## src/hw/gem_format_pkg.sv

```systemverilog
`default_nettype none

package gem_format_pkg;

  // ------------------------------
  // Cluster format
  // ------------------------------
  localparam int num_clusters = 4;                          // Clusters per packed word
  localparam int cluster_bits = 14;                         // Count plus pad address
  localparam int adr_bits     = 11;                         // Pad address field
  localparam int cnt_bits     = 3;                          // Cluster size count
  localparam int half_bits    = 7;                          // Raw store parity granule
  localparam int rx_bits      = num_clusters * cluster_bits; // Packed trigger word, 56 bits

  // ------------------------------
  // Memory sizes
  // ------------------------------
  localparam int raw_depth    = 2048;                       // Raw hits depth in bx
  localparam int raw_adr_bits = $clog2(raw_depth);          // 11
  localparam int cap_depth    = 1024;                       // Debug snapshot depth
  localparam int cap_adr_bits = $clog2(cap_depth);          // 10

  // ------------------------------
  // Types
  // ------------------------------
  // One cluster as it sits in the word
  typedef struct packed {
    logic [cnt_bits-1:0] cnt;                               // Bits 13:11
    logic [adr_bits-1:0] adr;                               // Bits 10:0
  } cluster_t;

  typedef logic [$clog2(num_clusters)-1:0] cluster_sel_t;   // Cluster index 0..3
  typedef logic [raw_adr_bits-1:0]         raw_adr_t;       // Raw store address
  typedef logic [cap_adr_bits-1:0]         cap_adr_t;       // Snapshot address
  typedef logic [num_clusters-1:0]         vpf_t;           // One flag per cluster

endpackage

`default_nettype wire

```

## src/hw/gem_regs_pkg.sv

```systemverilog
`default_nettype none

package gem_regs_pkg;

  // ------------------------------
  // APB address map
  // ------------------------------
  localparam int paddr_bits = 15;                           // Byte address width

  localparam logic [paddr_bits-1:0] status_addr  = 15'h0000; // Capture state in bits 1:0
  localparam logic [paddr_bits-1:0] control_addr = 15'h0004; // Bit 0 rearms the capture

  // Set for snapshot reads, index in 13:4 and cluster in 3:2
  localparam int data_region_bit = 14;

  // ------------------------------
  // Capture state and access decode
  // ------------------------------
  typedef enum logic [1:0] {
    cap_ready   = 2'd0,                                     // Armed, waiting for a valid cluster
    cap_writing = 2'd1,                                     // Filling the snapshot
    cap_readout = 2'd2                                      // Full and frozen
  } capture_state_t;

  typedef enum logic [2:0] {
    op_none          = 3'd0,                                // No slave selected
    op_status_read   = 3'd1,
    op_control_write = 3'd2,
    op_data_read     = 3'd3,                                // Two access cycles
    op_error         = 3'd4                                 // Answered with pslverr
  } apb_op_t;

endpackage

`default_nettype wire

```

## src/hw/gem_capture_ctrl.sv

```systemverilog
`timescale 1ns/1ps
`default_nettype none

module gem_capture_ctrl (
  input  wire                                clock,          // System clock
  input  wire                                reset,          // Synchronous active-high reset
  input  wire                                word_has_data,  // Trigger from the decoder
  input  wire                                psel,
  input  wire                                penable,
  input  wire                                pwrite,
  input  wire [gem_regs_pkg::paddr_bits-1:0] paddr,
  input  wire [31:0]                         pwdata,
  output logic [31:0]                        prdata,
  output logic                               pready,
  output logic                               pslverr,
  output logic                               cap_wen,        // Snapshot write strobe
  output gem_format_pkg::cap_adr_t           cap_wadr,       // Burst counter
  output gem_format_pkg::cap_adr_t           cap_radr,       // From paddr 13:4
  output gem_format_pkg::cluster_sel_t       cap_rsel,       // From paddr 3:2
  input  wire gem_format_pkg::cluster_t      cap_rdata,
  input  wire                                cap_perr
);

  import gem_format_pkg::*;
  import gem_regs_pkg::*;

  capture_state_t state;                                     // Capture FSM
  apb_op_t        op;                                        // Current access kind
  logic           access;                                    // APB access phase
  logic           data_wait;                                 // Snapshot read in its second cycle
  logic           rearm;                                     // Control write with bit 0 set

  // ------------------------------
  // APB decode
  // ------------------------------
  always_comb begin
    if (!psel) begin
      op = op_none;
    end else if (paddr[data_region_bit]) begin
      op = pwrite ? op_error : op_data_read;                 // Snapshot is read only
    end else if (paddr == status_addr) begin
      op = pwrite ? op_error : op_status_read;
    end else if (paddr == control_addr && pwrite) begin
      op = op_control_write;
    end else begin
      op = op_error;                                         // Unmapped or control read
    end
  end

  assign access  = psel && penable;
  assign pready  = access && (op != op_data_read || data_wait); // Store read costs one wait
  assign pslverr = pready && (op == op_error);
  assign rearm   = pready && (op == op_control_write) && pwdata[0];

  always_ff @(posedge clock) begin
    if (reset) begin
      data_wait <= 1'b0;
    end else begin
      data_wait <= access && (op == op_data_read) && !data_wait;
    end
  end

  assign cap_radr = paddr[data_region_bit-1 -: cap_adr_bits];
  assign cap_rsel = paddr[data_region_bit-cap_adr_bits-1 -: 2];

  always_comb begin
    prdata = '0;
    if (pready) begin
      case (op)
        op_status_read: prdata[1:0] = state;
        op_data_read: begin
          prdata[cluster_bits-1:0] = cap_rdata;
          prdata[31]               = cap_perr;
        end
        default: prdata = '0;
      endcase
    end
  end

  // ------------------------------
  // Capture FSM and write counter
  // ------------------------------
  always_ff @(posedge clock) begin
    if (reset || rearm) begin
      state <= cap_ready;                                    // Rearm wins in every state
    end else begin
      case (state)
        cap_ready:   if (word_has_data) state <= cap_writing;
        cap_writing: if (cap_wadr == cap_adr_t'(cap_depth - 1)) state <= cap_readout;
        cap_readout: state <= cap_readout;                   // Held until rearm
        default:     state <= cap_ready;
      endcase
    end
  end

  always_ff @(posedge clock) begin
    if (reset || state == cap_ready) begin
      cap_wadr <= '0;
    end else if (state == cap_writing) begin
      cap_wadr <= cap_wadr + 1'b1;
    end
  end

  assign cap_wen = (state == cap_writing);

  // ------------------------------
  // Checks
  // ------------------------------
  // A burst opens at word 0 after a trigger and then fills consecutive words
  a_wen_burst : assert property (@(posedge clock) disable iff (reset)
    cap_wen |-> ($past(cap_wen) ? cap_wadr == cap_adr_t'($past(cap_wadr) + 1'b1)
                                : cap_wadr == '0 && $past(word_has_data)))
    else $error("snapshot write outside a triggered consecutive burst");

  // The master must leave the access phase after each completion
  a_pready_pulse : assert property (@(posedge clock) disable iff (reset)
    pready |=> !pready)
    else $error("pready high on two cycles in a row");

endmodule

`default_nettype wire

```

## config.mk

```make
export PLATFORM = sky130hd
export DESIGN_NAME = gem_capture_ctrl
export DESIGN_NICKNAME = d
export VERILOG_FILES = /design/src/hw/gem_format_pkg.sv /design/src/hw/gem_regs_pkg.sv /design/src/hw/gem_capture_ctrl.sv
export SDC_FILE = /design/constraint.sdc
export NUM_CORES = 1
export LEC_CHECK = 0
export BUFFER_PORTS_ARGS = -buffer_cell sky130_fd_sc_hd__buf_4
export CELL_PAD_IN_SITES_DETAIL_PLACEMENT = 1
export CELL_PAD_IN_SITES_GLOBAL_PLACEMENT = 1
export CORE_ASPECT_RATIO = 0.9
export CORE_MARGIN = 10
export CORE_UTILIZATION = 20
export CTS_BUF_LIST = sky130_fd_sc_hd__clkbuf_2
export CTS_CLUSTER_SIZE = 8
export DETAILED_ROUTE_END_ITERATION = 8
export PLACE_DENSITY_LB_ADDON = 0.1
export RECOVER_POWER = 50
export SLEW_MARGIN = 25
export SYNTH_ARGS = -nofsm -noshare
export SYNTH_HDL_FRONTEND = slang
export SYNTH_SLANG_ARGS = --single-unit
```

## constraint.sdc

```tcl
create_clock -name clock -period 2 [get_ports clock]
set_clock_uncertainty 0.05 [all_clocks]
set_input_delay 0.3 -clock clock [delete_from_list [all_inputs] [get_ports clock]]
set_output_delay 0.3 -clock clock [all_outputs]
set_load 0.1 [all_outputs]
```

==> results of run 1 <==
==> per-layer routing <==
metal / vias to the layer above / part of all wire [%] / GRT usage (%)
met1: 497 / 38 / 9.082
met2: 49 / 52 / 16.83
met4: 0 / 1.2 / 2.446
met3: 6 / 8.3 / 3.793
li1: 529 / - / -
met5: - / 0 / 0
==> worst max-delay path: cells and delay by family <==
family | cells | cell delay [ns]
and+or+nand+nor | 3 | 0.77
buffers and inverters | 2 | 0.27
AOI/OAI and AO/OA | 1 | 0.23
==> how the worst max path moves through the flow <==
stage | startpoint | endpoint | slack (ns) | cells after the start
after detailed placement | paddr[10] | prdata[1] | -0.25 | 7
after global placement | paddr[10] | prdata[0] | -0.19 | 7
after floorplan | paddr[7] | prdata[0] | -0.003 | 4
after CTS | paddr[10] | prdata[1] | 0.05 | 6
final | paddr[14] | prdata[1] | 0.08 | 6
after global routing | paddr[14] | prdata[1] | -0.006 | 6
==> cell usage in the layout (no fill, tap or decap), types with 3 or more instances in the layout <==
cell type / n
a21oi_1: 4
and2_1: 3
and2_2: 10
buf_4: 57
buf_6: 5
clkbuf_1: 9
clkbuf_2: 17
conb_1: 17
dfxtp_1: 5
dfxtp_2: 8
inv_1: 6
nand2_1: 4
nand3_1: 4
nand4_1: 3
nor2_1: 11
nor4_4: 3
xnor2_1: 3
xor2_1: 5
==> cell type report <==
| type | count | area, um^2 |
|---|---|---|
| timing repair buffer | 86 | 623.1 |
| fill | 604 | 3186 |
| tap | 65 | 81.33 |
| inverter | 6 | 22.52 |
| clock buffer | 4 | 20.02 |
| multi-input combinational | 93 | 661.9 |
| sequential | 13 | 270.3 |
==> power breakdown <==
part	internal (W)	total, W	leakage, nW	switching [W]
Sequential	0.000270	0.000282	0.109	0.0000119
Clock	0.0000530	0.000145	0.0166	0.0000923
Combinational	0.000116	0.000512	0.652	0.000397
Total	0.000438	0.000939	0.778	0.000501
==> cells by family after synthesis <==
group,after synthesis,synth area share (%)
AO/OA/AOI/OAI,13,8.583
XOR/XNOR,8,6.965
adder cells (fa/ha/maj),3,3.732
buffers and inverters,38,25.00
flip-flops,13,25.87
multiplexers,1,0.9951
other,1,0.3728
AND/OR/NAND/NOR,51,28.48
==> per-stage QoR <==
step | setup slack, ns | instances
final | 0.07912 | 267
after global routing | -0.006200 | 267
after CTS | 0.05311 | 267
after detailed placement | -0.2499 | 262
after global placement | -0.1873 | 262
after floorplan | -0.002566 | 144
==> timing repair <==
action                     CTS  global route
setup buffers                2             0
gates resized for setup     11             8
setup endpoints to repair    2             2
pin swaps                    1             5
==> flip-flops by register name, indices dropped and copies added, names as in the netlist <==
name,count
state,2
data_wait,1
cap_wadr,10
==> flow_summary.ini, run 1 <==
[sta]
finalSetupViolCount = 0
hold_slack_ns = 0.1386
worst_pin_slew_ns = 1.188
fin_setup_tns_ns = 0
finalCriticalPeriod_ns = 1.921
slew_headroom_pct = 21.16
rsz0062_at_grt = yes
fmax_mhz = 520.6
hold_violations = 0
post-route-period-util_pct = 96.04
slew_violations = 0

[job]
drv_cap = 0

[placed_design]
dpl_cell_area_um2 = 1614
port_buffers = 76
gp_congestion = 0.7651
dp_hpwl_um = 3554

[synth]
ys_warn_count = 0
netlist_instances = 128
synthTopCellsByArea = dfxtp_1 26%, buf_4 22%, and2_1 8.1%
synth_edf_count = 0
synthArstFlopShare_pct = 0
synthFlopType = dfxtp_1
synth-seq-cells = 13
syn_avg_cell_area_um2 = 7.859
ys_types = 31
synth_top_area_share_pct = 25.87
syn_area_um2 = 1006
synth_common_cells = 29 x buf_4, 13 x and2_1, 13 x dfxtp_1
synth_top_area_cell = dfxtp_1
yosysMostFrequentCell = buf_4
yosysSeqAreaShare_pct = 25.87

[drt]
vias = 1081
routed_via_density = 4.049
ant_nets = 0
drt_iter0_drc = 27
avgRoutedWirePerCell_um = 15.61
drt_wl_total_um = 4167
drcViolationCount = 0
dr.pass1.iters = 2

[setup_path]
cp_cell_sequence = buf_6 > nor4_4 > and4_1 > nor4b_4 > a22o_2 > buf_12
r2r-start = state[0]
r2r_slack_ns = 0.22
crit_path_end_kind = output pin
ff2ff_path_depth = 5
crit_type = in -> out
start_kind = input pin
slowest_stage = nor4_4
worst_ep_required_time_ns = 1.65
cpPeakStageDelay_ns = 0.27
crit_fanout = 2
timing.rr.end = cap_wadr[9]
worst_ep_arrival_time_ns = 1.57

[worst_hold_path]
holdCritStartpoint = reset
hold_depth = 2
whs_endpoint = data_wait
hp-class = in -> reg

[clock_tree]
insertion_delay_ns = 0.28
root_buffer = clkbuf_2
cts.sinks = 13
cts.clk_slew.worst_paths_ns = 0.13
clk_path_buf_depth = 2
cts_tree = done
htreeDepth = 1
cts_hold_buf = 0
cts_buffers = 3

[floorplan]
chipHeight_um = 87.28
dieWidth_um = 94.76
design.core.area_um2 = 4865
dieArea_um2 = 8270
start_util_pct = 20.68
fp-row-count = 24
pin_count = 125

[final_layout]
syn_to_final_growth_pct = 66.92
fin_area_um2 = 1679
antenna_cells = 0
layout-drive-gt1-share_pct = 53.96
final_util_pct = 34.52
nNetsFinal = 274

[power]
total_leakage_power_nw = 0.7775
power_w = 0.0009392
p_per_area_nw_per_um2 = 559.4
ir_drop_v = 0.0003975

[global_routing]
overflow = 0
grt_max_degree = 16
grt_usage_pct = 9.081
grt_pass1_wl_um = 6030
antenna_found_initial = 0
grt_pass1_vias = 1157

[outcome]
status = finished clean
No activity file was read; power rests on OpenSTA's default activity.
==> run 2: changes to the inputs <==
CAP_MARGIN = 30   (was not set)
CTS_CLUSTER_DIAMETER = 60   (was not set)
PLACE_DENSITY = 0.79   (was not set)
PLACE_DENSITY_LB_ADDON = not set   (was 0.1)
==> run 2 against run 1 <==
Final cell count unchanged. Via count down 0.83%. Register-to-register slack better by 0.05 ns. Combinational power about the same. Worst setup slack worse by 0.048 ns. Maximum frequency down 2.5%. Non-clock buffer count unchanged. Die area unchanged. Clock-buffer cell count unchanged. Global-route usage down 0.82 points. Flip-flop and latch count unchanged. Largest cell class is now non-clock buffers.
==> flow_summary.ini, run 2 (same netlist as run 1, synthesis figures left out) <==
[outcome]
status = finished clean

[setup_path]
r2r-start = state[0]
ff2ff_path_depth = 5
crit_path_end_kind = output pin
cpLargestDelayFamily = simple AND/OR/NAND/NOR gates
worst_ep_arrival_time_ns = 1.62
r2r_slack_ns = 0.27
crit_type = in -> out
crit_fanout = 2
cpMostUsedCell = buf_4
cp_cell_sequence = buf_4 > nor4_4 > and4_1 > nor4b_4 > buf_4 > a22o_2 > buf_12
crit_start = paddr[10]
timing.rr.end = cap_wadr[9]
start_kind = input pin
slowest_stage = nor4_4
worst_ep_required_time_ns = 1.65
critical_path_buf_inv_count = 3
cp.depth = 7
worstSetupEndpoint = prdata[0]
cpPeakStageDelay_ns = 0.27

[clock_tree]
clk_path_buf_depth = 2
cts_buffers = 3
insertion_delay_ns = 0.29
htreeDepth = 1
cts.sinks = 13
cts.clk_slew.worst_paths_ns = 0.13
cts_hold_buf = 0
cts_tree = done
root_buffer = clkbuf_2

[floorplan]
start_util_pct = 20.68
chipHeight_um = 87.28
dieWidth_um = 94.76
dieArea_um2 = 8270
fp-row-count = 24
pin_count = 125
design.core.area_um2 = 4865

[drt]
drt_wl_total_um = 3839
drcViolationCount = 0
drt_iter0_drc = 53
dr.pass1.iters = 4
avgRoutedWirePerCell_um = 14.38
routed_via_density = 4.015
ant_nets = 0
vias = 1072

[global_routing]
grt_max_degree = 16
grt_usage_pct = 8.260
antenna_found_initial = 0
grt_pass1_wl_um = 5451
grt_pass1_vias = 1122
overflow = 0

[final_layout]
top_register = cap_wadr
largest_reg_flops = 10
nNetsFinal = 274
final_util_pct = 34.54
layout_common_cells = 78 x buf_4, 17 x conb_1, 11 x nor2_1
syn_to_final_growth_pct = 67.04
layout_commonest_cell = buf_4
layout-drive-gt1-share_pct = 55.45
top_regs = cap_wadr: 10 flops, state: 2 flops, data_wait: 1 flops
antenna_cells = 0

[power]
ir_drop_v = 0.0002971
total_leakage_power_nw = 0.7894
power_w = 0.0009402
p_per_area_nw_per_um2 = 559.5

[sta]
fin_setup_tns_ns = 0
slew_headroom_pct = 21.12
finalSetupViolCount = 0
fmax_mhz = 507.8
post-route-period-util_pct = 98.47
slew_violations = 0
hold_violations = 0
finalCriticalPeriod_ns = 1.969
rsz0062_at_grt = yes
hold_slack_ns = 0.1281
worst_pin_slew_ns = 1.188

[job]
drv_cap = 0

[placed_design]
gp_congestion = 0.7898
port_buffers = 76
dp_hpwl_um = 3282

[worst_hold_path]
hp-class = in -> reg
[run 2: final cells by class]
type | count | area (um^2)
fill | 616 | 3184
timing repair buffer | 86 | 648.1
multi-input combinational | 93 | 638.1
sequential | 13 | 270.3
tap | 65 | 81.33
inverter | 6 | 22.52
clock buffer | 4 | 20.02
[run 2: how the worst min path moves through the flow]
stage | end | slack [ns] | cells after the start | start
floorplan | data_wait | 0.33 | 1 | reset
global placement | cap_wadr[6] | 0.43 | 2 | cap_wadr[6]
detailed placement | cap_wadr[6] | 0.45 | 2 | cap_wadr[6]
CTS | data_wait | 0.11 | 2 | reset
global route | data_wait | 0.13 | 2 | reset
finish | data_wait | 0.13 | 2 | reset
[run 2: through the flow]
step | area [um^2] | std cells | setup slack (ns)
floorplan | 1124 | 144 | -0.002566
global route | 1680 | 267 | -0.05827
detailed placement | 1614 | 262 | -0.1417
CTS | 1672 | 266 | 0.02324
global placement | 1614 | 262 | -0.1891
finish | 1680 | 267 | 0.03066
[run 2: timing repair]
| item | 4_1_cts | 5_1_grt |
|---|---|---|
| pin swaps | 0 | 1 |
| setup endpoints to repair | 2 | 2 |
| setup buffers | 0 | 1 |
| gates resized for setup | 8 | 3 |
| gates cloned | 0 | 0 |
[run 2: layer usage]
metal	part of all wire, %	global-route usage (%)	routed length, um
met3	8.4	2.328	322
met1	34	8.162	1292
met2	55	14.90	2123
met5	0	0	0
met4	2.6	5.163	100
[run 2: where the power goes]
| group | internal, W | switching [W] |
|---|---|---|
| combinational | 0.000118 | 0.000392 |
| sequential | 0.000270 | 0.0000119 |
| clock | 0.0000530 | 0.0000955 |
==> run 3: changes to the inputs <==
GPL_TIMING_DRIVEN = 0   (was not set)
==> run 3 against run 2 <==
Worst hold slack better by 0.025 ns. Final cell count increased by 8.6%. Sequential power hardly changed. Critical endpoint is now prdata[1]. First-iteration DRC count decreased by 36%. Die area stayed put. Design area up 13%. Sequential share of layout area decreased by 1.8 points. Largest cell class unchanged.
==> flow_summary.ini, run 3 (same netlist as run 1, synthesis figures left out) <==
[sta]
slew_headroom_pct = 21.78
finalSetupViolCount = 0
post-route-period-util_pct = 96.07
fmax_mhz = 520.4
finalCriticalPeriod_ns = 1.921
rsz0062_at_grt = yes
hold_violations = 0
worst_pin_slew_ns = 1.178
fin_setup_tns_ns = 0
slew_violations = 0

[global_routing]
overflow = 0
grt_max_degree = 11
grt_usage_pct = 8.610
grt_pass1_vias = 1153
grt_pass1_wl_um = 5733
antenna_found_initial = 0

[final_layout]
layout-drive-gt1-share_pct = 60.44
top_register = cap_wadr
syn_to_final_growth_pct = 88.43
top_regs = cap_wadr: 10 flops, state: 2 flops, data_wait: 1 flops
largest_reg_flops = 10
multi_input_area_um2 = 659.4
nNetsFinal = 297
antenna_cells = 0
fillers = 629
fin_area_um2 = 1896
area.sequential_um2 = 270.3
layout_common_cells = 73 x buf_4, 20 x clkbuf_2, 17 x conb_1
layout_commonest_cell = buf_4

[drt]
vias = 1156
ant_nets = 0
avgRoutedWirePerCell_um = 13.91
dr.pass1.iters = 2
drcViolationCount = 0
routed_via_density = 3.986
drt_wl_total_um = 4034
drt_iter0_drc = 34

[clock_tree]
htreeDepth = 1
cts_tree = done
cts.clk_slew.worst_paths_ns = 0.11
root_buffer = clkbuf_2
insertion_delay_ns = 0.28
clk_path_buf_depth = 2
cts.sinks = 13
cts_buffers = 3

[floorplan]
chipHeight_um = 87.28
pin_count = 125
dieWidth_um = 94.76
design.core.area_um2 = 4865
start_util_pct = 20.68
dieArea_um2 = 8270
fp-row-count = 24

[power]
p_per_area_nw_per_um2 = 507.8
ir_drop_v = 0.0003420
total_leakage_power_nw = 0.9177

[worst_hold_path]
hp-class = in -> reg
hold_depth = 2

[outcome]
status = finished clean

[placed_design]
dpl_cell_area_um2 = 1768
port_buffers = 75
dp_hpwl_um = 3392
gp_congestion = 0.7947

[setup_path]
crit_fanout = 2
ff2ff_path_depth = 6
worst_ep_required_time_ns = 1.65
start_kind = input pin
crit_type = in -> out
worst_ep_arrival_time_ns = 1.57
crit_path_end_kind = output pin

[job]
drv_cap = 0
[run 3: cell types whose count changed in the layout (fill, tap and decap cells not counted), sizes merged]
cell	previous run	this run
clkbuf	10	26
buf	80	86
clkinv	0	1
[run 3: critical path: stages]
cell and delay [ns]:
buf_4 0.11, nor4_1 0.28, and4_2 0.27, nor4b_4 0.21, a22o_2 0.22, buf_12 0.17
[run 3: routing by layer]
metal  share of wire, %  wire length, um  global-route usage, %
met1                 34             1364                  7.963
met2                 57             2317                  16.46
met3                7.8              316                  3.707
met4               0.89               36                  2.853
met5                  0                0                      0
[run 3: through the flow]
stage | hold WS [ns] | cells | util, % | power [W] | setup slack [ns]
5_1_grt | 0.1099 | 290 | 38.97 | 0.001024 | -0.07501
4_1_cts | 0.1420 | 289 | 37.73 | 0.0009750 | -0.004974
2_1_floorplan | 0.3284 | 144 | - | 0.0007234 | -0.002566
3_3_place_gp | 0.4345 | 284 | 36.34 | 0.0008290 | -0.2712
6_report | 0.1528 | 290 | 38.97 | 0.0009625 | 0.07852
3_5_place_dp | 0.4454 | 284 | 36.34 | 0.0008358 | -0.2983
[run 3: area by class of cell]
class                      instances  share of cell area [%]
clock buffer                       3                  0.7921
timing repair buffer              77                   32.15
inverter                           6                   1.188
buffer                            32                   12.28
multi-input combinational         93                   34.79
sequential                        13                   14.26
clock inverter                     1                  0.2640
tap                               65                   4.290
[run 3: path summary, 6_finish.rpt]
path	start	endpoint	slack, ns
worst max-delay path	paddr[7]	prdata[1]	0.08
worst max register to register	state[1]	cap_wadr[9]	0.25
worst min-delay path	reset	data_wait	0.15
worst min register to register	cap_wadr[8]	cap_wadr[8]	0.46
[run 3: power by group]
group / switching [W] / internal, W
logic: 0.000403 / 0.000144
registers: 0.0000123 / 0.000270
clock network: 0.0000879 / 0.0000452
total: 0.000503 / 0.000459
[run 3: what timing repair did]
action	4_1_cts	5_1_grt
buffers inserted	1	1
resized for setup	9	28
hold buffers	0	0
endpoints found under the setup margin	15	12
cloned	0	0
pin swaps	1	3
