$ cat src/hw/gem_format_pkg.sv
`default_nettype none

package gem_format_pkg;

  // ------------------------------
  // Cluster format
  // ------------------------------
  localparam int num_clusters = 4;                          // Clusters per packed word
  localparam int cluster_bits = 14;                         // Count plus pad address
  localparam int adr_bits     = 11;                         // Pad address field
  localparam int cnt_bits     = 3;                          // Cluster size count
  localparam int half_bits    = 7;                          // Raw store parity granule
  localparam int rx_bits      = num_clusters * cluster_bits; // Packed trigger word, 56 bits

  // ------------------------------
  // Memory sizes
  // ------------------------------
  localparam int raw_depth    = 2048;                       // Raw hits depth in bx
  localparam int raw_adr_bits = $clog2(raw_depth);          // 11
  localparam int cap_depth    = 1024;                       // Debug snapshot depth
  localparam int cap_adr_bits = $clog2(cap_depth);          // 10

  // ------------------------------
  // Types
  // ------------------------------
  // One cluster as it sits in the word
  typedef struct packed {
    logic [cnt_bits-1:0] cnt;                               // Bits 13:11
    logic [adr_bits-1:0] adr;                               // Bits 10:0
  } cluster_t;

  typedef logic [$clog2(num_clusters)-1:0] cluster_sel_t;   // Cluster index 0..3
  typedef logic [raw_adr_bits-1:0]         raw_adr_t;       // Raw store address
  typedef logic [cap_adr_bits-1:0]         cap_adr_t;       // Snapshot address
  typedef logic [num_clusters-1:0]         vpf_t;           // One flag per cluster

endpackage

`default_nettype wire

$ cat src/hw/gem_cluster_decode.sv
`timescale 1ns/1ps
`default_nettype none

module gem_cluster_decode (
  input  wire                                clock,          // System clock
  input  wire                                reset,          // Synchronous active-high reset
  input  wire [gem_format_pkg::rx_bits-1:0]  rx_data,        // Packed trigger word
  output gem_format_pkg::cluster_t           cluster [gem_format_pkg::num_clusters],
  output gem_format_pkg::vpf_t               vpf,            // Valid pattern flags
  output logic                               word_has_data,  // At least one valid cluster
  output logic                               rx_nonzero      // Some bit of the word set
);

  import gem_format_pkg::*;

  // ------------------------------
  // Field split
  // ------------------------------
  cluster_t field [num_clusters];                            // Clusters before the register
  vpf_t     vpf_next;                                        // Flags before the register

  always_comb begin
    for (int i = 0; i < num_clusters; i++) begin
      field[i]    = rx_data[i*cluster_bits +: cluster_bits]; // Field 0 in the low bits
      vpf_next[i] = ~&field[i].adr[adr_bits-1 -: 2];         // Address 11xx.. marks an empty slot
    end
  end

  // ------------------------------
  // Output registers
  // ------------------------------
  always_ff @(posedge clock) begin
    for (int i = 0; i < num_clusters; i++) begin
      cluster[i] <= field[i];                                // Same cycle as the flags
    end
  end

  always_ff @(posedge clock) begin
    if (reset) begin
      vpf           <= '0;
      word_has_data <= 1'b0;
      rx_nonzero    <= 1'b0;
    end else begin
      vpf           <= vpf_next;
      word_has_data <= |vpf_next;                            // Capture trigger
      rx_nonzero    <= |rx_data;                             // Link activity
    end
  end

endmodule

`default_nettype wire

$ cat config.mk
export PLATFORM = sky130hd
export DESIGN_NAME = gem_cluster_decode
export DESIGN_NICKNAME = d
export VERILOG_FILES = /design/src/hw/gem_format_pkg.sv /design/src/hw/gem_cluster_decode.sv
export SDC_FILE = /design/constraint.sdc
export NUM_CORES = 1
export LEC_CHECK = 0
export BUFFER_PORTS_ARGS = -buffer_cell sky130_fd_sc_hd__buf_2
export CORE_MARGIN = 2
export CORE_UTILIZATION = 36
export CTS_CLUSTER_DIAMETER = 120
export CTS_CLUSTER_SIZE = 24
export DETAILED_ROUTE_END_ITERATION = 6
export PLACE_DENSITY = 0.82
export SLEW_MARGIN = 25
export SYNTH_ARGS = -nofsm -noshare
export SYNTH_HDL_FRONTEND = slang
export SYNTH_SLANG_ARGS = --single-unit
$ cat constraint.sdc
create_clock -name clock -period 1.1 [get_ports clock]
set_input_delay 0 -clock clock [delete_from_list [all_inputs] [get_ports clock]]
set_output_delay 0 -clock clock [all_outputs]
set_load 0.05 [all_outputs]
==> summary.txt, run 1 <==
Run status
  • Status: finished clean

Power
  • Clk network pwr share: 34.1%
  • P_sw: 1.35 mW
  • Sw frac: 27.0%
  • Peak supply drop: 0.00105 V
  • Register share of total power: 47.9%
  • Combinational fraction of design power: 18.0%
  • Lkg Pwr: 1.38 nW
  • Power density over the cells: 1750 nW/µm²
  • Power Internal: 3.65 mW
  • Tot Pwr: 5.00 mW

Global routing
  • Vias in the first global route: 1,475
  • First-pass GRT wire length: 6620 µm
  • Met3 GRT Util: 7.26%
  • M1 GR Usage: 19.9%
  • Overflow after GRT: 0
  • GR Layer Usage met2: 39.3%
  • Initial antenna violation count: 0
  • Grt peak-use layer: met2
  • Largest net degree at the start of global routing: 10
  • GRT Overall Usage: 20.9%

Layout
  • Area grow syn2layout: 102%
  • Share of cells above drive strength 1: 48.6%
  • Layout Nets: 341
  • Commonest non-fill, non-tap cells in the layout: 119 x buf_2, 62 x dfxtp_1, 58 x dlygate4sd3_1, 12 x nor4_1, 12 x clkbuf_8
  • # fillers: 267
  • Layout Utilization: 77.1%
  • N_diodes: 0
  • Commonest non-fill, non-tap cell in the layout: buf_2
  • Fin area: 2870 µm²

Logic synthesis
  • Cell Area, Synth: 1420 µm²
  • Mapped Cells: 90
  • Synth warn: 0
  • Cell variety after synth: 9
  • Post-synthesis sequential area ratio: 87.5%
  • Yosys reg bits: 62
  • Post-synth net total: 148
  • Syn Area/Cell: 15.8 µm²

Place
  • # port buffers: 119
  • HPWL after DPL: 2820 µm
  • Placed cell area: 2110 µm²
  • RePlAce Congestion: 0.703

Critical path
  • Crit path DAT: 0.90 ns
  • Crit path max-delay family: flip-flops
  • Critical-path cell with the highest stage delay: dfxtp_1
  • Worst setup EP type: output port
  • CP max stage delay: 0.32 ns
  • Critical path class: flop to output port
  • Critical path depth in cells: 1
  • Cell breakdown of the critical path: buf_2
  • Critical path data required time: 1.10 ns
  • Startpoint types: flop
  • CP max FO: 1
  • Number of buffers and inverters on the critical path: 1

CTS
  • H-tree Lvls: 3
  • Setup Fix Bufs, Post-CTS: 0
  • Number of buffers created by CTS: 9
  • Max clock buf depth: 2
  • # clock sinks: 62
  • Clock transition at the registers of the reported paths: 0.06 ns
  • Root buffer selected by CTS: clkbuf_8
  • TritonCTS clock tree: built

Timing
  • Crit share post-route: 81.5%
  • Final Max Tran Viols: 0
  • Sum Neg Setup Slack: 0 ns
  • RSZ-0062 raised after global routing: no
  • Fmax: 1.12 GHz
  • Rel. slew slack: 77.2%
  • Final Hold Viols: 0
  • Min Hold Slack: 0.0248 ns
  • Tmin final: 0.896 ns
  • Setup violators final: 0
  • Slew @ Worst Pin: 0.339 ns

Floorplanning
  • Initial core utilization: 38.2%
  • Die Y-Extent: 66.8 µm
  • # rows: 22
  • Die X: 66.8 µm
  • Die ar.: 4460 µm²
  • Ports: 120
  • Core area: 3720 µm²

Hold path
  • Path type of the worst min-delay path: input pin to flop
  • Min-delay src: rx_data[38]
  • Worst Hold End: word_has_data
  • Hold depth: 4

Route
  • Total number of vias: 1,462
  • Vias per Instance: 4.38
  • DRT Wirelength: 4340 µm
  • Routed length per instance: 13.0 µm
  • Initial DRC Count: 47
  • Routed Antenna Nets: 0
  • 1st-pass router iterations: 4
  • Drt drc: 0

Run
  • Max Cap Viol: 0
-- cell type report --
class / instances / area [µm²] / share of cell area (%)
clock buffer: 13 / 169 / 5.89
sequential: 62 / 1240 / 43.3
clock inverter: 1 / 5.00 / 0.175
inverter: 1 / 3.75 / 0.131
tap: 48 / 60.1 / 2.10
timing repair buffer: 182 / 1210 / 42.3
multi-input combinational: 27 / 174 / 6.07
-- worst max path at each step --
stage / start / endpoint / slack (ns)
floorplan: rx_data[23] / rx_nonzero / 0.22
global placement: rx_data[22] / rx_nonzero / -0.06
detailed placement: rx_data[22] / rx_nonzero / -0.07
CTS: cluster[15] / cluster[15] / 0.19
global route: cluster[24] / cluster[24] / 0.15
finish: cluster[6] / cluster[6] / 0.20
-- flip-flops by register name, summed over array words and instances, names as in the netlist --
signal,flops
vpf,4
rx_nonzero,1
cluster,56
word_has_data,1
-- synth_stat cells --
library cell | instances | area, µm²
dfxtp_1 | 62 | 1240
nor4_1 | 12 | 75.1
nand4_1 | 5 | 31.3
a21oi_1 | 4 | 20.0
nor2_1 | 2 | 7.51
nor4_2 | 2 | 25.0
inv_1 | 1 | 3.75
nand2_1 | 1 | 3.75
o41a_1 | 1 | 11.3
-- metal layers --
layer / share of wire [%] / wire, µm / up-vias
li1: - / - / 707
met1: 35 / 1530 / 669
met2: 53 / 2320 / 80
met3: 10 / 445 / 6
met4: 1.2 / 53 / 0
met5: 0 / 0 / -
-- per-stage QoR --
step / std cells / setup slack, ns
after floorplan: 90 / 0.217
after global placement: 262 / -0.0591
after detailed placement: 262 / -0.0702
after CTS: 334 / 0.195
after global routing: 334 / 0.154
final: 334 / 0.204
-- timing repair --
| item | in CTS | in global routing |
|---|---|---|
| resized for setup | 0 | 0 |
| hold buffers | 58 | 0 |
| hold endpoints to repair | 61 | 0 |
-- power groups by stage --
stage | sequential [mW] | combinational, mW | clock (mW)
2_1_floorplan | 2.89 | 0.0186 | 0
3_3_place_gp | 2.44 | 0.731 | 0
3_5_place_dp | 2.44 | 0.738 | 0
4_1_cts | 2.40 | 0.894 | 1.75
5_1_grt | 2.41 | 0.943 | 1.87
6_report | 2.40 | 0.900 | 1.71
-- cells by family after synthesis --
kind of cell | count (synthesis) | synth area share [%]
flops | 62 | 87.5
simple gates | 22 | 10.1
compound gates | 5 | 2.20
buf+inv | 1 | 0.264
Note: power is estimated with default switching activity, not from simulation.
==> run 2, diff against run 1 <==
ABC_AREA = 1   (was unset)
CORE_UTILIZATION = 34   (was 36)
PLACE_DENSITY = 0.8   (was 0.82)
clock period = 0.8 ns   (was 1.1 ns; I/O delays follow)
==> run 2 against run 1 <==
The run now ends with negative setup slack left. Clock power rose by 39%. Sequential power grew 42%. Core utilization grew 5.0 points. Synthesized area increased by 5.9%. Worst hold slack gained 0.067 ns. Critical path depth did not move. Cell area is 23% higher. Die area grew 11%. Setup slack got worse by 0.23 ns. Flip-flop and latch count stayed put. Routed wire length is 27% higher. Critical endpoint is now cluster[29]. Largest power group unchanged.
==> summary.txt, run 2 <==
Logic synthesis
  • Synth top cells by count: 62 x dfxtp_1, 38 x nor2_1, 19 x nand2_1 (was 62 x dfxtp_1, 12 x nor4_1, 5 x nand4_1)
  • Synth top area cells: dfxtp_1 83%, nor2_1 9.5%, nand2_1 4.7% (was dfxtp_1 87%, nor4_1 5.3%, nand4_1 2.2%)
  • Count leader, synth: dfxtp_1 (unchanged)
  • Largest family of logic cells by synthesized area: simple AND/OR/NAND/NOR gates (unchanged)
  • FFs w/ async S/R, synth: 0% (unchanged)
  • Post-synth net total: 186 (was 148)
  • Number of synthesized flops with an enable pin: 0 (unchanged)
  • Post-synthesis adder-cell area fraction: 0% (unchanged)
  • Mapped Cells: 128 (was 90)
  • Xor-xnor portion of the synthesized cell area: 0% (unchanged)
  • Cell Area, Synth: 1500 µm² (was 1420 µm²)
  • Cell variety after synth: 8 (was 9)
  • Dominant cell type by area after synthesis: dfxtp_1 (unchanged)
  • Yosys reg bits: 62 (unchanged)
  • Post-Synth Simple-Gate Area: 15.5% (was 10.1%)
  • Syn Area/Cell: 11.7 µm² (was 15.8 µm²)
  • Post-synthesis compound-gate area fraction: 0.916% (was 2.20%)
  • Post-synthesis sequential area ratio: 82.6% (was 87.5%)
  • Top FF cell, synth: dfxtp_1 (unchanged)
  • Synth warn: 0 (unchanged)
  • Post-synthesis mux area share: 0% (unchanged)
  • Share of the synthesized area in the top cell type: 82.6% (was 87.5%)

Layout
  • Regs by FF count: cluster: 56 flops, vpf: 4 flops (unchanged)
  • Share of cells above drive strength 1: 61.7% (was 48.6%)
  • Commonest non-fill, non-tap cell in the layout: dfxtp_2 (was buf_2)
  • Area grow syn2layout: 135% (was 102%)
  • Layout Nets: 375 (was 341)
  • N_diodes: 0 (unchanged)
  • Top reg by flops: cluster (unchanged)
  • Commonest non-fill, non-tap cells in the layout: 62 x dfxtp_2, 57 x buf_2, 56 x dlygate4sd3_1, 38 x nor2_1, 36 x buf_8 (was 119 x buf_2, 62 x dfxtp_1, 58 x dlygate4sd3_1, 12 x nor4_1, 12 x clkbuf_8)
  • Max reg flops: 56 (unchanged)

Power
  • Lkg Pwr: 1.63 nW (was 1.38 nW)
  • Power density over the cells: 2070 nW/µm² (was 1750 nW/µm²)
  • Peak supply drop: 0.00152 V (was 0.00105 V)
  • Tot Pwr: 7.31 mW (was 5.00 mW)

CTS
  • Root buffer selected by CTS: clkbuf_8 (unchanged)
  • Clock transition at the registers of the reported paths: 0.06 ns (about the same)
  • Setup Fix Bufs, Post-CTS: 0 (unchanged)
  • Max clock buf depth: 2 (unchanged)
  • TritonCTS clock tree: built (unchanged)
  • H-tree Lvls: 3 (unchanged)
  • Number of buffers created by CTS: 9 (unchanged)
  • # clock sinks: 62 (unchanged)

Hold path
  • Min-delay src: rx_data[38] (unchanged)
  • Path type of the worst min-delay path: input pin to flop (unchanged)

Floorplanning
  • # rows: 24 (was 22)
  • Die ar.: 4970 µm² (was 4460 µm²)
  • Ports: 120 (unchanged)
  • Die Y-Extent: 70.5 µm (was 66.8 µm)
  • Die X: 70.5 µm (was 66.8 µm)
  • Initial core utilization: 35.0% (was 38.2%)
  • Core area: 4290 µm² (was 3720 µm²)

Critical path
  • Crit path max-delay family: flip-flops (unchanged)
  • Critical path data required time: 0.80 ns (was 1.10 ns)
  • CP max stage delay: 0.35 ns (was 0.32 ns)
  • Critical path class: flop to output port (unchanged)
  • Number of buffers and inverters on the critical path: 1 (unchanged)
  • Crit path DAT: 0.83 ns (was 0.90 ns)
  • Critical path startpoint: cluster[29] (was cluster[6])
  • Cell breakdown of the critical path: buf_8 (was buf_2)
  • Critical-path cell with the highest stage delay: dfxtp_2 (was dfxtp_1)
  • Startpoint types: flop (unchanged)
  • Worst setup EP type: output port (unchanged)
  • CP max FO: 1 (unchanged)

Route
  • Drt drc: 0 (unchanged)
  • Vias per Instance: 4.35 (was 4.38)
  • Initial DRC Count: 43 (was 47)
  • 1st-pass router iterations: 5 (was 4)
  • Routed Antenna Nets: 0 (unchanged)
  • Routed length per instance: 14.8 µm (was 13.0 µm)
  • Total number of vias: 1,621 (was 1,462)
  • DRT Wirelength: 5530 µm (was 4340 µm)

Global routing
  • Largest net degree at the start of global routing: 10 (unchanged)
  • Grt peak-use layer: met2 (unchanged)
  • Overflow after GRT: 0 (unchanged)
  • Met3 GRT Util: 9.52% (was 7.26%)
  • GR Layer Usage met2: 46.0% (was 39.3%)
  • Vias in the first global route: 1,911 (was 1,475)
  • M1 GR Usage: 19.3% (was 19.9%)
  • First-pass GRT wire length: 8700 µm (was 6620 µm)
  • GRT Overall Usage: 24.0% (was 20.9%)
  • Initial antenna violation count: 0 (unchanged)

Place
  • # port buffers: 119 (unchanged)
  • HPWL after DPL: 2710 µm (was 2820 µm)
  • RePlAce Congestion: 0.671 (was 0.703)
  • Pre-CTS WS: -0.0173 ns (was -0.0702 ns)

Run
  • Max Cap Viol: 0 (unchanged)

Timing
  • Tmin final: 0.829 ns
  • Crit share post-route: 104%
  • Final Max Tran Viols: 0 (unchanged)
  • Slew @ Worst Pin: 0.164 ns (was 0.339 ns)
  • Setup WS post-layout: -0.0286 ns (was 0.204 ns)
  • Rel. slew slack: 89.1% (was 77.2%)
  • Min Hold Slack: 0.0917 ns (was 0.0248 ns)
  • Final Hold Viols: 0 (unchanged)
  • RSZ-0062 raised after global routing: yes (was no)
  • Fmax: 1.21 GHz
  • Setup violators final: 33 (was 0)

Run status
  • Failing checks: negative setup slack
  • Status: finished with violations (was finished clean)
-- run 2: changes by cell type in the layout (fill, tap and decap cells not counted), moves of 4 or more --
cell,change
nand2_1,+18
buf_8,+36
buf_6,+26
nand4_1,-4
buf_2,-62
nor4_1,-12
dfxtp_2,+62
dfxtp_1,-62
nor2_1,+36
-- run 2: kinds of logic after synthesis --
kind of cell,count (synthesis)
flip-flops,62
AND/OR/NAND/NOR,60
buffers and inverters,4
AO/OA/AOI/OAI,2
-- run 2: repair_timing --
action,4_1_cts,5_1_grt
gates resized for setup,211,13
cloned,0,0
endpoints found under the setup margin,62,63
hold buffers,57,0
hold endpoints to repair,62,0
-- run 2: final cells by class --
type,instances,area (µm²)
inverter,4,15.0
clock inverter,1,5.00
fill,232,767
sequential,62,1320
timing repair buffer,178,1710
clock buffer,14,163
tap,52,65.1
multi-input combinational,62,254
-- run 2: worst paths after layout --
check,slack (ns),to,cells after the start
max,-0.03,cluster[29],1
min,0.09,cluster[24],3
-- run 2: per-layer routing --
| layer | up-vias | share of wire (%) |
|---|---|---|
| met5 | - | 0 |
| met2 | 93 | 56 |
| met1 | 736 | 32 |
| met4 | 0 | 3.2 |
| li1 | 775 | - |
| met3 | 17 | 9.0 |
-- run 2: through the flow --
| stage | cell area, µm² | std cells | TNS, ns | util (%) |
|---|---|---|---|---|
| after floorplan | 1500 | 128 | 0 | - |
| after global placement | 2180 | 301 | -0.0107 | 50.7 |
| after detailed placement | 2180 | 301 | -0.0173 | 50.7 |
| after CTS | 3480 | 373 | -0.806 | 80.9 |
| after global routing | 3530 | 373 | -1.77 | 82.1 |
| final | 3530 | 373 | -0.288 | 82.1 |
-- run 2: report_power, final --
| group | internal, mW | switching [mW] | leakage (nW) |
|---|---|---|---|
| logic | 0.706 | 0.840 | 1.02 |
| clock network | 1.28 | 1.09 | 0.0865 |
| registers | 3.29 | 0.103 | 0.524 |
| total | 5.28 | 2.04 | 1.63 |
==> run 3, diff against run 2 <==
ABC_AREA = unset   (was 1)
CORE_UTILIZATION = 33   (was 34)
PLACE_DENSITY = 0.73   (was 0.8)
==> run 3 against run 2 <==
The flow still finishes with violations (negative setup slack). Worst hold slack worse by 0.088 ns. Core utilization is 8.6 points higher. Global-route usage is 2.1 points higher. Sequential share of layout area is 1.6 points lower. Clock power is 2% lower. Routed wire length is 19% higher. Clock-buffer cell count is 4 lower. Final cell count is 7.0% lower. Sequential power hardly changed. Largest cell class unchanged.
==> summary.txt, run 3 (synthesized netlist as in run 1, its figures left out) <==
Global routing
  • Initial antenna violation count: 0 (unchanged)
  • Largest net degree at the start of global routing: 12 (was 10)
  • Overflow after GRT: 0 (unchanged)
  • GRT Overall Usage: 26.1% (was 24.0%)
  • First-pass GRT wire length: 9380 µm (was 8700 µm)
  • Vias in the first global route: 1,817 (was 1,911)

Route
  • 1st-pass router iterations: 4 (was 5)
  • Routed Antenna Nets: 0 (unchanged)
  • Vias per Instance: 4.53 (was 4.35)
  • Routed length per instance: 19.0 µm (was 14.8 µm)
  • DRT Wirelength: 6580 µm (was 5530 µm)
  • Initial DRC Count: 39 (was 43)
  • Drt drc: 0 (unchanged)
  • Total number of vias: 1,573 (was 1,621)

Floorplanning
  • Die ar.: 4840 µm² (was 4970 µm²)
  • Die X: 69.6 µm (was 70.5 µm)
  • # rows: 23 (was 24)
  • Ports: 120 (unchanged)
  • Die Y-Extent: 69.6 µm (was 70.5 µm)
  • Core area: 4060 µm² (was 4290 µm²)
  • Initial core utilization: 35.0% (about the same)

Layout
  • Share of cells above drive strength 1: 74.1% (was 61.7%)
  • Regs by FF count: cluster: 56 flops, vpf: 4 flops (unchanged)
  • Top reg by flops: cluster (unchanged)
  • # fillers: 153 (was 232)
  • Layout Utilization: 90.8% (was 82.1%)
  • Commonest non-fill, non-tap cell in the layout: dfxtp_2 (unchanged)
  • N_diodes: 0 (unchanged)
  • Layout Nets: 350 (was 375)
  • Non-Filler Instances: 347 (was 373)
  • Max reg flops: 56 (unchanged)
  • Commonest non-fill, non-tap cells in the layout: 62 x dfxtp_2, 57 x buf_2, 52 x dlygate4sd3_1, 49 x buf_8, 14 x buf_4 (was 62 x dfxtp_2, 57 x buf_2, 56 x dlygate4sd3_1, 38 x nor2_1, 36 x buf_8)
  • Area grow syn2layout: 160% (was 135%)

Power
  • Tot Pwr: 7.39 mW (was 7.31 mW)
  • Power density over the cells: 2010 nW/µm² (was 2070 nW/µm²)
  • Lkg Pwr: 1.67 nW (was 1.63 nW)
  • Peak supply drop: 0.00193 V (was 0.00152 V)

Timing
  • Crit share post-route: 118% (was 104%)
  • Slew @ Worst Pin: 0.463 ns (was 0.164 ns)
  • Setup violators final: 27 (was 33)
  • Tmin final: 0.945 ns (was 0.829 ns)
  • Sum Neg Setup Slack: -0.354 ns (was -0.288 ns)
  • Final Hold Viols: 0 (unchanged)
  • Setup WS post-layout: -0.145 ns (was -0.0286 ns)
  • RSZ-0062 raised after global routing: yes (unchanged)
  • Final Max Tran Viols: 0 (unchanged)
  • Rel. slew slack: 68.8% (was 89.1%)
  • Fmax: 1.06 GHz (was 1.21 GHz)

Place
  • # port buffers: 119 (unchanged)
  • RePlAce Congestion: 0.740 (was 0.671)
  • Pre-CTS WS: -0.345 ns (was -0.0173 ns)
  • HPWL after DPL: 2980 µm (was 2710 µm)
  • DP Cell Count: 273 (was 301)

Run status
  • Status: finished with violations (unchanged)
  • Failing checks: negative setup slack (unchanged)

Critical path
  • Startpoint types: input pin (was flop)
  • CP max FO: 2 (was 1)
  • Critical path data required time: 1.00 ns (was 0.80 ns)
  • Critical path class: input pin to flop (was flop to output port)
  • Crit path DAT: 1.15 ns (was 0.83 ns)
  • Critical path startpoint: rx_data[35] (was cluster[29])
  • Worst setup EP type: flop (was output port)

Hold path
  • Min-delay src: rx_data[38] (unchanged)
  • Path type of the worst min-delay path: input pin to flop (unchanged)

CTS
  • H-tree Lvls: 3 (unchanged)
  • TritonCTS clock tree: built (unchanged)
  • Setup Fix Bufs, Post-CTS: 0 (unchanged)
  • Number of buffers created by CTS: 9 (unchanged)
  • Max clock buf depth: 2 (unchanged)
  • Root buffer selected by CTS: clkbuf_8 (unchanged)
  • Clock transition at the registers of the reported paths: 0.07 ns (was 0.06 ns)
  • # clock sinks: 62 (unchanged)

Run
  • Max Cap Viol: 0 (unchanged)
run 3: changes by cell type in the layout (fill, tap and decap cells not counted), moves of 5 or more:
cell and change:
nor2_1 -37, nand2_1 -18, dlymetal6s4s_1 +5, buf_6 -13
nor4_4 +5, buf_4 +12, buf_8 +13, nor4_1 +5
run 3: path summary, 6_finish.rpt:
path	endpoint	depth (start not counted)
min	vpf[2]	3
max	rx_nonzero	4
run 3: through the flow:
| step | hold slack [ns] | instance area [µm²] |
|---|---|---|
| after floorplan | 0.0277 | 1470 |
| after global placement | 0.117 | 2230 |
| after detailed placement | 0.119 | 2230 |
| after CTS | 0.0151 | 3570 |
| after global routing | 0.0183 | 3680 |
| final | 0.00354 | 3680 |
run 3: report_power, final:
| part | switching, mW | internal [mW] |
|---|---|---|
| logic | 0.891 | 0.774 |
| registers | 0.112 | 3.29 |
| clock network | 1.21 | 1.11 |
| total | 2.21 | 5.18 |
run 3: layer usage:
metal	GRT usage [%]	part of all wire, %	vias up
li1	-	-	722
met1	22.8	31	751
met2	51.6	58	80
met3	7.12	5.6	20
met4	15.3	4.5	0
met5	0	0	-
run 3: critical path, stage by stage:
cell,delay (ns)
buf_2,0.12
nor4_1,0.46
nand4_1,0.17
o41a_1,0.40
run 3: layout make-up:
class | instances | area (µm²) | area share (%)
clock inverter | 6 | 38.8 | 1.05
inverter | 1 | 3.75 | 0.102
clock buffer | 10 | 128 | 3.46
timing repair buffer | 191 | 1870 | 50.7
multi-input combinational | 27 | 264 | 7.17
sequential | 62 | 1320 | 35.8
tap | 50 | 62.6 | 1.70
run 3: timing repair:
| action | in CTS | in global routing |
|---|---|---|
| setup endpoints to repair | 62 | 64 |
| hold endpoints to repair | 62 | 1 |
| resized for setup | 220 | 27 |
| hold buffers | 58 | 1 |
| pin swaps | 0 | 5 |
